File: src/source/decode_pkg.sv
package decode_pkg;

	localparam int DATA_W = 32;
	localparam int REG_COUNT = 32;
	localparam int REG_IDX_W = 5;
	localparam int SHAMT_W = 5;

	typedef enum logic [5:0] {
		OPC_RTYPE  = 6'b000000,
		OPC_REGIMM = 6'b000001,
		OPC_J      = 6'b000010,
		OPC_JAL    = 6'b000011,
		OPC_BEQ    = 6'b000100,
		OPC_BNE    = 6'b000101,
		OPC_BLEZ   = 6'b000110,
		OPC_BGTZ   = 6'b000111,
		OPC_ADDI   = 6'b001000,
		OPC_ADDIU  = 6'b001001,
		OPC_SLTI   = 6'b001010,
		OPC_SLTIU  = 6'b001011,
		OPC_ORI    = 6'b001101,
		OPC_XORI   = 6'b001110,
		OPC_LUI    = 6'b001111,
		OPC_MUL    = 6'b011100, // SPECIAL2, MUL only
		OPC_LB     = 6'b100000,
		OPC_LW     = 6'b100011,
		OPC_LBU    = 6'b100100,
		OPC_SB     = 6'b101000,
		OPC_SW     = 6'b101011
	} opcode_e;

	typedef enum logic [5:0] {
		FN_SLL   = 6'b000000,
		FN_SRL   = 6'b000010,
		FN_SRA   = 6'b000011,
		FN_SLLV  = 6'b000100,
		FN_SRLV  = 6'b000110,
		FN_SRAV  = 6'b000111,
		FN_JR    = 6'b001000,
		FN_JALR  = 6'b001001,
		FN_MFHI  = 6'b010000,
		FN_MFLO  = 6'b010010,
		FN_MULT  = 6'b011000,
		FN_MULTU = 6'b011001,
		FN_DIV   = 6'b011010,
		FN_DIVU  = 6'b011011,
		FN_ADD   = 6'b100000,
		FN_ADDU  = 6'b100001,
		FN_SUB   = 6'b100010,
		FN_SUBU  = 6'b100011,
		FN_AND   = 6'b100100,
		FN_OR    = 6'b100101,
		FN_NOR   = 6'b100111,
		FN_SLT   = 6'b101010,
		FN_SLTU  = 6'b101011
	} funct_e;

	// MUL shares the SRL function code, told apart by its opcode
	localparam funct_e MUL_FUNCT = FN_SRL;

	typedef enum logic [4:0] {
		RI_BLTZ = 5'b00000,
		RI_BGEZ = 5'b00001
	} regimm_e;

	typedef enum logic [2:0] {
		NOP_TYPE    = 3'd0,
		R_TYPE      = 3'd1,
		I_TYPE      = 3'd2,
		REGIMM_TYPE = 3'd3,
		J_TYPE      = 3'd4,
		BAD_TYPE    = 3'd5
	} insn_class_e;

	typedef enum logic [5:0] {
		OP_NOP = 6'd0,
		OP_ADD, OP_ADDU, OP_SUB, OP_SUBU,
		OP_MULT, OP_MULTU, OP_DIV, OP_DIVU, OP_MFHI, OP_MFLO,
		OP_SLT, OP_SLTU,
		OP_SLL, OP_SLLV, OP_SRL, OP_SRLV, OP_SRA, OP_SRAV,
		OP_AND, OP_OR, OP_NOR,
		OP_JALR, OP_JR,
		OP_MUL,
		OP_ADDI, OP_ADDIU, OP_SLTI, OP_SLTIU, OP_ORI, OP_XORI,
		OP_LW, OP_SW, OP_LB, OP_LBU, OP_SB, OP_LUI,
		OP_BEQ, OP_BNE, OP_BGTZ, OP_BLEZ,
		OP_BLTZ, OP_BGEZ,
		OP_J, OP_JAL,
		OP_ILLEGAL = 6'h3f
	} alu_op_e;

	typedef struct packed {
		alu_op_e                alu_op;
		insn_class_e            insn_class;
		logic [REG_IDX_W-1:0]   rs;
		logic [REG_IDX_W-1:0]   rt;
		logic [REG_IDX_W-1:0]   dest;
		logic [SHAMT_W-1:0]     shamt;
		logic [DATA_W-1:0]      imm; // Extended immediate or jump target
		logic [DATA_W-1:0]      pc;
	} decoded_insn_t;

	typedef struct packed {
		logic                   strobe;
		logic [REG_IDX_W-1:0]   idx;
		logic [DATA_W-1:0]      data;
	} rf_write_t;

endpackage

File: src/source/insn_decoder.sv
`timescale 1ns/1ps

module insn_decoder (
	input  logic [decode_pkg::DATA_W-1:0] insn,
	input  logic [decode_pkg::DATA_W-1:0] pc,
	output decode_pkg::decoded_insn_t     decoded
);

	import decode_pkg::*;

	opcode_e opcode;
	funct_e funct;
	regimm_e regimm_sel;
	logic [REG_IDX_W-1:0] f_rs;
	logic [REG_IDX_W-1:0] f_rt;
	logic [REG_IDX_W-1:0] f_rd;
	logic [SHAMT_W-1:0] f_shamt;
	logic [DATA_W-1:0] imm_sx;
	logic [DATA_W-1:0] imm_jt;

	alu_op_e op;
	insn_class_e cls;

	assign opcode = opcode_e'(insn[31:26]);
	assign funct = funct_e'(insn[5:0]);
	assign regimm_sel = regimm_e'(insn[20:16]);
	assign f_rs = insn[25:21];
	assign f_rt = insn[20:16];
	assign f_rd = insn[15:11];
	assign f_shamt = insn[10:6];
	assign imm_sx = {{(DATA_W-16){insn[15]}}, insn[15:0]};
	assign imm_jt = {{(DATA_W-26){1'b0}}, insn[25:0]};

	// Classification and operation select
	always_comb begin
		op = OP_ILLEGAL;
		cls = BAD_TYPE;
		if (insn == '0) begin
			op = OP_NOP;
			cls = NOP_TYPE;
		end else begin
			case (opcode)
				OPC_RTYPE: begin
					cls = R_TYPE;
					case (funct)
						FN_ADD: op = OP_ADD;
						FN_ADDU: op = OP_ADDU;
						FN_SUB: op = OP_SUB;
						FN_SUBU: op = OP_SUBU;
						FN_MULT: op = OP_MULT;
						FN_MULTU: op = OP_MULTU;
						FN_DIV: op = OP_DIV;
						FN_DIVU: op = OP_DIVU;
						FN_MFHI: op = OP_MFHI;
						FN_MFLO: op = OP_MFLO;
						FN_SLT: op = OP_SLT;
						FN_SLTU: op = OP_SLTU;
						FN_SLL: op = OP_SLL;
						FN_SLLV: op = OP_SLLV;
						FN_SRL: op = OP_SRL;
						FN_SRLV: op = OP_SRLV;
						FN_SRA: op = OP_SRA;
						FN_SRAV: op = OP_SRAV;
						FN_AND: op = OP_AND;
						FN_OR: op = OP_OR;
						FN_NOR: op = OP_NOR;
						FN_JALR: op = OP_JALR;
						FN_JR: op = OP_JR;
						default: cls = BAD_TYPE;
					endcase
				end
				OPC_MUL: begin
					if (funct == MUL_FUNCT) begin
						op = OP_MUL;
						cls = R_TYPE;
					end
				end
				OPC_REGIMM: begin
					cls = REGIMM_TYPE;
					case (regimm_sel)
						RI_BLTZ: op = OP_BLTZ;
						RI_BGEZ: op = OP_BGEZ;
						default: cls = BAD_TYPE;
					endcase
				end
				OPC_J: begin
					op = OP_J;
					cls = J_TYPE;
				end
				OPC_JAL: begin
					op = OP_JAL;
					cls = J_TYPE;
				end
				default: begin
					cls = I_TYPE;
					case (opcode)
						OPC_ADDI: op = OP_ADDI;
						OPC_ADDIU: op = OP_ADDIU;
						OPC_SLTI: op = OP_SLTI;
						OPC_SLTIU: op = OP_SLTIU;
						OPC_ORI: op = OP_ORI;
						OPC_XORI: op = OP_XORI;
						OPC_LW: op = OP_LW;
						OPC_SW: op = OP_SW;
						OPC_LB: op = OP_LB;
						OPC_LBU: op = OP_LBU;
						OPC_SB: op = OP_SB;
						OPC_LUI: op = OP_LUI;
						OPC_BEQ: op = OP_BEQ;
						OPC_BNE: op = OP_BNE;
						OPC_BGTZ: op = OP_BGTZ;
						OPC_BLEZ: op = OP_BLEZ;
						default: cls = BAD_TYPE;
					endcase
				end
			endcase
		end
	end

	// Field shaping, class defaults first, then per-operation exceptions
	always_comb begin
		decoded = '0;
		decoded.alu_op = op;
		decoded.insn_class = cls;
		decoded.pc = pc;
		case (cls)
			R_TYPE: begin
				decoded.rs = f_rs;
				decoded.rt = f_rt;
				decoded.dest = f_rd;
			end
			I_TYPE, REGIMM_TYPE: begin
				decoded.rs = f_rs;
				decoded.rt = f_rt;
				decoded.imm = imm_sx;
			end
			J_TYPE: decoded.imm = imm_jt;
			default: ; // NOP and illegal keep zero fields
		endcase
		case (op)
			OP_MULT, OP_MULTU, OP_DIV, OP_DIVU: decoded.dest = '0; // Result goes to HI/LO
			OP_JR: begin
				decoded.rt = '0;
				decoded.dest = '0;
			end
			OP_SLL, OP_SRL, OP_SRA: begin
				decoded.rs = '0;
				decoded.shamt = f_shamt;
			end
			OP_MFHI, OP_MFLO: begin
				decoded.rs = '0;
				decoded.rt = '0;
			end
			OP_LUI: begin
				decoded.rs = '0;
				decoded.dest = f_rt;
			end
			OP_ADDI, OP_ADDIU, OP_SLTI, OP_SLTIU, OP_ORI, OP_XORI,
			OP_LW, OP_LB, OP_LBU: decoded.dest = f_rt;
			OP_JAL: decoded.dest = REG_IDX_W'(31); // Link register
			default: ;
		endcase
	end

endmodule

File: src/source/register_file.sv
`timescale 1ns/1ps

module register_file #(
	parameter int REG_COUNT_P = decode_pkg::REG_COUNT,
	parameter int DATA_W_P = decode_pkg::DATA_W
) (
	input  logic                             clock,
	input  logic                             arst_n,
	input  decode_pkg::rf_write_t            wb,
	input  logic [decode_pkg::REG_IDX_W-1:0] rs_idx,
	input  logic [decode_pkg::REG_IDX_W-1:0] rt_idx,
	output logic [DATA_W_P-1:0]              rs_data,
	output logic [DATA_W_P-1:0]              rt_data
);

	logic [DATA_W_P-1:0] regs [REG_COUNT_P];
	logic wr_en;
	logic rs_zero;
	logic rt_zero;

	// Register 0 and out-of-range indices read zero and ignore writes
	assign wr_en = wb.strobe && (wb.idx != '0) && (int'(wb.idx) < REG_COUNT_P);
	assign rs_zero = (rs_idx == '0) || (int'(rs_idx) >= REG_COUNT_P);
	assign rt_zero = (rt_idx == '0) || (int'(rt_idx) >= REG_COUNT_P);

	always_ff @(posedge clock) begin
		if (wr_en) begin
			regs[wb.idx] <= DATA_W_P'(wb.data);
		end
	end

	// Combinational reads show a write right after its edge
	assign rs_data = rs_zero ? '0 : regs[rs_idx];
	assign rt_data = rt_zero ? '0 : regs[rt_idx];

	wb_fields_known: assert property (
		@(posedge clock) disable iff (!arst_n)
		wb.strobe |-> !$isunknown({wb.idx, wb.data})
	) else $error("writeback strobe with unknown index or data");

endmodule

File: src/source/decode_register.sv
`timescale 1ns/1ps

module decode_register (
	input  logic                      clock,
	input  logic                      arst_n,
	input  logic                      insn_valid,
	input  decode_pkg::decoded_insn_t next_decoded,
	output logic                      out_valid,
	output decode_pkg::decoded_insn_t decoded
);

	import decode_pkg::*;

	always_ff @(posedge clock or negedge arst_n) begin
		if (!arst_n) begin
			out_valid <= 1'b0;
		end else begin
			out_valid <= insn_valid; // One-cycle strobe
		end
	end

	always_ff @(posedge clock or negedge arst_n) begin
		if (!arst_n) begin
			decoded <= '0;
		end else if (insn_valid) begin
			decoded <= next_decoded; // Held until next strobe
		end
	end

	// An illegal word must never name a register for writeback
	illegal_has_no_dest: assert property (
		@(posedge clock) disable iff (!arst_n)
		out_valid |-> !(decoded.alu_op == OP_ILLEGAL && decoded.dest != '0)
	) else $error("illegal instruction carries destination %0d", decoded.dest);

endmodule

File: src/source/decode_stage.sv
`timescale 1ns/1ps

module decode_stage #(
	parameter int REG_COUNT_P = decode_pkg::REG_COUNT,
	parameter int DATA_W_P = decode_pkg::DATA_W
) (
	input  logic                          clock,
	input  logic                          arst_n,
	input  logic                          insn_valid,
	input  logic [decode_pkg::DATA_W-1:0] insn,
	input  logic [decode_pkg::DATA_W-1:0] pc,
	input  decode_pkg::rf_write_t         wb,
	output logic                          out_valid,
	output decode_pkg::decoded_insn_t     decoded,
	output logic [DATA_W_P-1:0]           rs_data,
	output logic [DATA_W_P-1:0]           rt_data
);

	import decode_pkg::*;

	decoded_insn_t next_decoded;

	insn_decoder insn_decoder_i (
		.insn    (insn),
		.pc      (pc),
		.decoded (next_decoded)
	);

	decode_register decode_register_i (
		.clock        (clock),
		.arst_n       (arst_n),
		.insn_valid   (insn_valid),
		.next_decoded (next_decoded),
		.out_valid    (out_valid),
		.decoded      (decoded)
	);

	// Read at the registered indices so data lines up with the record
	register_file #(
		.REG_COUNT_P (REG_COUNT_P),
		.DATA_W_P    (DATA_W_P)
	) register_file_i (
		.clock   (clock),
		.arst_n  (arst_n),
		.wb      (wb),
		.rs_idx  (decoded.rs),
		.rt_idx  (decoded.rt),
		.rs_data (rs_data),
		.rt_data (rt_data)
	);

endmodule

File: config.mk
export PLATFORM = sky130hd
export DESIGN_NAME = decode_stage
export DESIGN_NICKNAME = d
export VERILOG_FILES = /design/src/source/decode_pkg.sv /design/src/source/insn_decoder.sv /design/src/source/register_file.sv /design/src/source/decode_register.sv /design/src/source/decode_stage.sv
export SDC_FILE = /design/constraint.sdc
export NUM_CORES = 1
export LEC_CHECK = 0
export ABC_AREA = 1
export BUFFER_PORTS_ARGS = -buffer_cell sky130_fd_sc_hd__buf_4
export CAP_MARGIN = 20
export CELL_PAD_IN_SITES_DETAIL_PLACEMENT = 2
export CELL_PAD_IN_SITES_GLOBAL_PLACEMENT = 2
export CORE_AREA = 3 3 509 309
export CTS_CLUSTER_DIAMETER = 50
export CTS_CLUSTER_SIZE = 30
export DETAILED_ROUTE_END_ITERATION = 10
export DIE_AREA = 0 0 512 312
export PLACE_DENSITY_LB_ADDON = 0.1
export SLEW_MARGIN = 20
export SYNTH_ARGS = -nofsm -noshare
export SYNTH_HDL_FRONTEND = slang
export SYNTH_SLANG_ARGS = --single-unit
File: constraint.sdc
create_clock -name clock -period 4 [get_ports clock]
set_input_delay 0.2 -clock clock [delete_from_list [all_inputs] [get_ports clock]]
set_output_delay 0.2 -clock clock [all_outputs]
set_load 0.02 [all_outputs]
Word level (Yosys, flattened, before mapping). Memory sizes are Yosys's and may differ from the RTL's. Cells that the tools add are included.

Eq/ne operators: 68. Multiplexer cells: 23. Reduce and logical (&&, ||, !) cells: 19.

Operators by type and width (number): $pmux 6 s23 (1); $eq 6x6->1 const B (18); $eq 6x5->1 const B (16); $pmux 6 s16 (1); $eq 6x4->1 const B (14); $mux 32 (2); $pmux 32 s2 (1); $eq 6x3->1 const B (10); $logic_not 32->1 (1); $pmux 6 s5 (1); $eq 6x2->1 const B (4); $reduce_or 23->1 (1); $mux 5 (4); $reduce_or 16->1 (1); $logic_not 5->1 (3); $mux 3 (5); $pmux 5 s3 (1); $logic_not 6->1 (2); $mux 6 (2); $pmux 3 s4 (1); $mux 10 (1); $pmux 5 s2 (1); $reduce_or 10->1 (1); $reduce_or 3->1 (3); other kinds (11) (15).

Flip-flop bits (word level): 94. RAM bits: 1024. Input port bits: 105. Output and inout bits: 158. Logic and storage cells: 120. Memories kept: 1.

Memories: register_file_i.regs (words 32, bits a word 32, read ports 2, clocked after memory_dff 0, wr ports 1, RTL line register_file.sv:16) `logic [DATA_W_P-1:0] regs [REG_COUNT_P];`.

Logic depth before layout (Yosys ltp).
Word-level depth: 9. Depth in mapped cells: 17. Depth with buffers taken out: 17.

By module. A second synthesis with hierarchy kept.

Cell total of the unflattened synthesis: 6744. Area, all modules: 57097.3 um^2.

Modules (own cells, without submodules): register_file (instances 1, cells an instance 5972, area an instance 51687.1 um^2, seq. area each 30749.5 um^2); decode_register (instances 1, cells an instance 394, area an instance 3517.1 um^2, seq. area each 2352.3 um^2); insn_decoder (instances 1, cells an instance 378, area an instance 1893.1 um^2, seq. area each 0.0 um^2).

Least setup slack after synthesis. No wires, ideal clock.

Path kind: input-to-reg. Start: in wb[35] in the netlist's numbering. End: mem register_file_i.regs[17][0] in the netlist's numbering (enable). Setup time: 501 ps. Data arrival time: 3550 ps. Data required time: 3499 ps. Path slack: -51 ps. Cell stages on the path: 2. Cells stage by stage: clkbuf_1 > nor4_1.

Longest elaborated chain between the ends: 4.

Ends and longest elaborated chain: start: declaration (RTL line decode_stage.sv:12) `input decode_pkg::rf_write_t wb,`; $reduce_bool 5->1 (RTL line register_file.sv:22) `assign wr_en = wb.strobe && (wb.idx != '0) && (int'(wb.idx) < REG_COUNT_P);`; $logic_and 1x1->1 (RTL line register_file.sv:22); $mux 1 (RTL line register_file.sv:27) `if (wr_en) begin`; $mux 1 (not written as such) (RTL line register_file.sv:28) `regs[wb.idx] <= DATA_W_P'(wb.data);`; end: declaration (RTL line register_file.sv:16).

Several ways; a longest one is shown, not always the timed one.

Worst setup path in the final report.
Start: reg decode_register_i.decoded[74] (netlist name). End: out rt_data[4].

Longest elaborated chain between the ends: 2.

Ends and longest elaborated chain: $mem_v2 32x32 or $logic_not 5->1 (tied branches); $mux 32 * (RTL line register_file.sv:34) `assign rt_data = rt_zero ? '0 : regs[rt_idx];`; end: declaration (RTL line decode_stage.sv:16) `output logic [DATA_W_P-1:0] rt_data`.

Every way passes the cells marked *; elsewhere a longest branch is shown, timed or not.

==> impl_metrics.csv <==
group,metric,value,unit
status,outcome,"completed",
worst_setup_path,r2r_slack,2.26,ns
detailed_routing,routed-wl-met3,17600,µm
clock_network,cts_buffer_depth,3,
global_routing,grt_max_degree,196,
worst_setup_path,critPathLaunchType,"flop",
die,ios,263,
global_routing,gr-usage-all-layers,0.3053,
min_path,hp-class,"primary input to asynchronous set/reset pin",
worst_setup_path,r2r-end,"decode_register_i.decoded[78]$_DFFE_PN0P_",
synth,synthTopCellsByCount,"nor2_1 (1138), o21ai_0 (1052), edfxtp_1 (1024)",
flow_run,cap_violations,0,
worst_setup_path,crit_slowest_cell,"dfrtp_4",
layout,fillers,15760,
timing,worst_pin_slew,1.060,ns
timing,tns,0,ns
worst_setup_path,worst_ep_arrival_time,3.72,ns
layout,fin_nets,5623,
worst_setup_path,worst_path_largest_cell_delay,0.72,ns
die,die_w,512,µm
detailed_routing,first_pass_iters,5,
synth,syn_avg_cell_area,10.16,µm²
power_and_ir_drop,p_sw,9.839,mW
timing,period_share,0.9792,
synth,yosys.area.top_type_share,0.5751,
detailed_routing,wirelength,251500,µm
clock_network,cts_made_buffers,131,
synth,syn_inst,5263,
synth,synthFlopType,"edfxtp_1",
timing,finalMaxSlewViolations,0,
power_and_ir_drop,pwr-share-seq,0.415,
layout,instances_no_fill,7659,
timing,fin_skew,0,ns
die,initial_core_util,0.3503,
clock_network,cts_tree,"built",
placement,placed_cell_area,58560,µm²
synth,yosysSeqAreaShare,0.6168,
layout,finish.instance_area,64430,µm²
detailed_routing,drt-met1-wl,117000,µm
power_and_ir_drop,p_comb_frac,0.184,
synth,yosys_register_bits,1113,
detailed_routing,drt_iter0_markers,5534,
detailed_routing,ant_nets,0,
power_and_ir_drop,power_density,492.0,nW/µm²
synth,ys_top_cells_by_area,"edfxtp_1 (58%), o21ai_0 (9.8%), nor2_1 (8.0%)",
power_and_ir_drop,p_int,21.86,mW
clock_network,clock_latency,0.74,ns
synth,ys_types,46,
detailed_routing,vias,47720,
synth,yosysMostFrequentCell,"nor2_1",
detailed_routing,vias_per_cell,6.231,
detailed_routing,highest_layer,"met4",
worst_setup_path,cp_cell_sequence,"buf_16 > o21ai_0 > o221ai_1 > nand3_1 > nand3_1 > nand2_1 > a21oi_1 > buf_4",
global_routing,grt_pass1_wl,362000,µm
worst_setup_path,cp-end-kind,"primary output",
timing,setup_violations,0,
placement,dp_hpwl,141900,µm
worst_setup_path,timing.rr.start,"decode_register_i.decoded[78]$_DFFE_PN0P_",
layout,multi_input_comb_area,18710,µm²
die,die_h,312,µm
power_and_ir_drop,p_sw_frac,0.3104,
synth,yosysTopAreaCell,"edfxtp_1",
timing,grt_setup_unrepaired,"true",
worst_setup_path,critPathMostFrequentCell,"nand3_1",
global_routing,grt-ovfl-total,0,
placement,numPortBuffers,262,
layout,area_delta_synth_final,20.50,%
die,die_area,159700,µm²
global_routing,grt_pass1_vias,49570,
worst_setup_path,path_class,"flop to primary output",
clock_network,cts.sinks,1113,
global_routing,antenna_found_initial,4,
layout,final_layout_size_suffix_gt1_frac,0.1393,
clock_network,h-tree-depth,4,
synth,yosysWarnings,0,
detailed_routing,avgRoutedWirePerCell,32.84,µm
power_and_ir_drop,p_leak,22.14,nW
die,placementRows,111,
power_and_ir_drop,p_clk_frac,0.401,
synth,synthArstFlopShare,0.07996,
worst_setup_path,required,3.80,ns
die,core-area,152600,µm²
worst_setup_path,reg2reg_depth,3,
worst_setup_path,crit_fanout,158,
placement,place_congestion,0.7967,
timing,layout_min_cycle_time,3.917,ns
detailed_routing,met2_length,111100,µm
synth,synth-edff-count,1024,
power_and_ir_drop,ir_drop,0.0004609,V
timing,report.final.hold_viol_count,0,
layout,ff_latch_area,33010,µm²
clock_network,clock-root-buffer,"clkbuf_16",
detailed_routing,drc,0,
clock_network,clk_pin_slew,0.06,ns
synth,synth_area,53470,µm²
placement,dpl.cell_count,7291,
timing,max_freq,0.2553,GHz
timing,relSlewSlack,0.2930,
## cell families (layout without fill, tap and decap cells)
logic type	Yosys count	after routing	synth area share
AO/OA/AOI/OAI	1797	1797	0.2045
buffers and inverters	553	880	0.04070
flip-flops	1113	1113	0.6168
other	1	36	0.00007014
AND/OR/NAND/NOR	1799	1799	0.1380
## how the worst max path moves through the flow
stage	end	slack (ns)	startpoint	cells past startpoint
finish	rt_data[4]	0.08	decode_register_i.decoded[74]$_DFFE_PN0P_	8
global route	rs_data[22]	0.007	decode_register_i.decoded[79]$_DFFE_PN0P_	8
CTS	rt_data[18]	0.006	decode_register_i.decoded[74]$_DFFE_PN0P_	8
detailed placement	rs_data[20]	0.54	decode_register_i.decoded[79]$_DFFE_PN0P_	9
global placement	rs_data[20]	0.55	decode_register_i.decoded[79]$_DFFE_PN0P_	9
floorplan	register_file_i.regs[25][0]$_DFFE_PP_	0.76	wb[35]	3
## state kept, by name, indices dropped and copies added (netlist names)
name                         count
decode_register_i.decoded       88
register_file_i.regs          1024
decode_register_i.out_valid      1
## layout make-up
cell class,count,area share
flip-flops and latches,1113,0.5124
well taps,2034,0.03950
inverters,81,0.006331
repair buffers,563,0.08293
clock inverters,88,0.01480
diodes,4,0.0001554
multi-input cells,3628,0.2904
clock buffers,148,0.05350
## metal layers
metal / global-route usage / up-vias
li1: - / 20110
met1: 0.4589 / 25260
met2: 0.4615 / 2016
met3: 0.04034 / 334
met4: 0.08214 / 0
met5: 0 / -
## power groups by stage
stage,Sequential [mW],Clock [mW],Combinational [mW]
after global routing,13.2,13.4,6.20
after global placement,13.4,0,5.49
after detailed placement,13.4,0,5.59
final,13.1,12.7,5.83
after floorplan,13.4,0,2.78
after CTS,13.1,12.9,5.73
## cells in the final DEF (no fill, tap or decap), types with 39 or more instances in the layout
cell	n
nor2_1	1109
o21ai_0	1052
edfxtp_1	1024
o221ai_1	376
buf_4	375
nand2_1	333
nand3_1	248
clkbuf_16	137
dlygate4sd3_1	125
o22ai_1	112
a21oi_1	108
dfrtp_1	79
a31oi_1	62
inv_1	55
buf_12	50
nor2_4	39
## worst max-delay path: cells and delay by family, from the launching register on
kind	cells	cell delay, ns
AO/OA/AOI/OAI	3	0.96
AND/OR/NAND/NOR	3	0.38
flip-flops	1	0.72
buffers and inverters	2	0.61
## per-stage QoR
step	hold WS (ns)	power, mW	util	setup WS [ns]
6_report	0.06108	31.70	0.4221	0.08314
5_1_grt	0.09424	32.73	0.4220	0.007400
4_1_cts	0.02887	31.77	0.4209	0.006377
3_5_place_dp	0.3651	18.97	0.3836	0.5420
3_3_place_gp	0.3546	18.87	0.3836	0.5513
2_1_floorplan	-0.09559	16.15	-	0.7573
## repair_timing
item	in CTS	in global routing
cloned	0	2
setup endpoints to repair	7	21
hold buffers	125	0
setup buffers	0	1
hold endpoints to repair	1165	0
gates resized for setup	8	18
No activity file was read; power rests on OpenSTA's default activity.
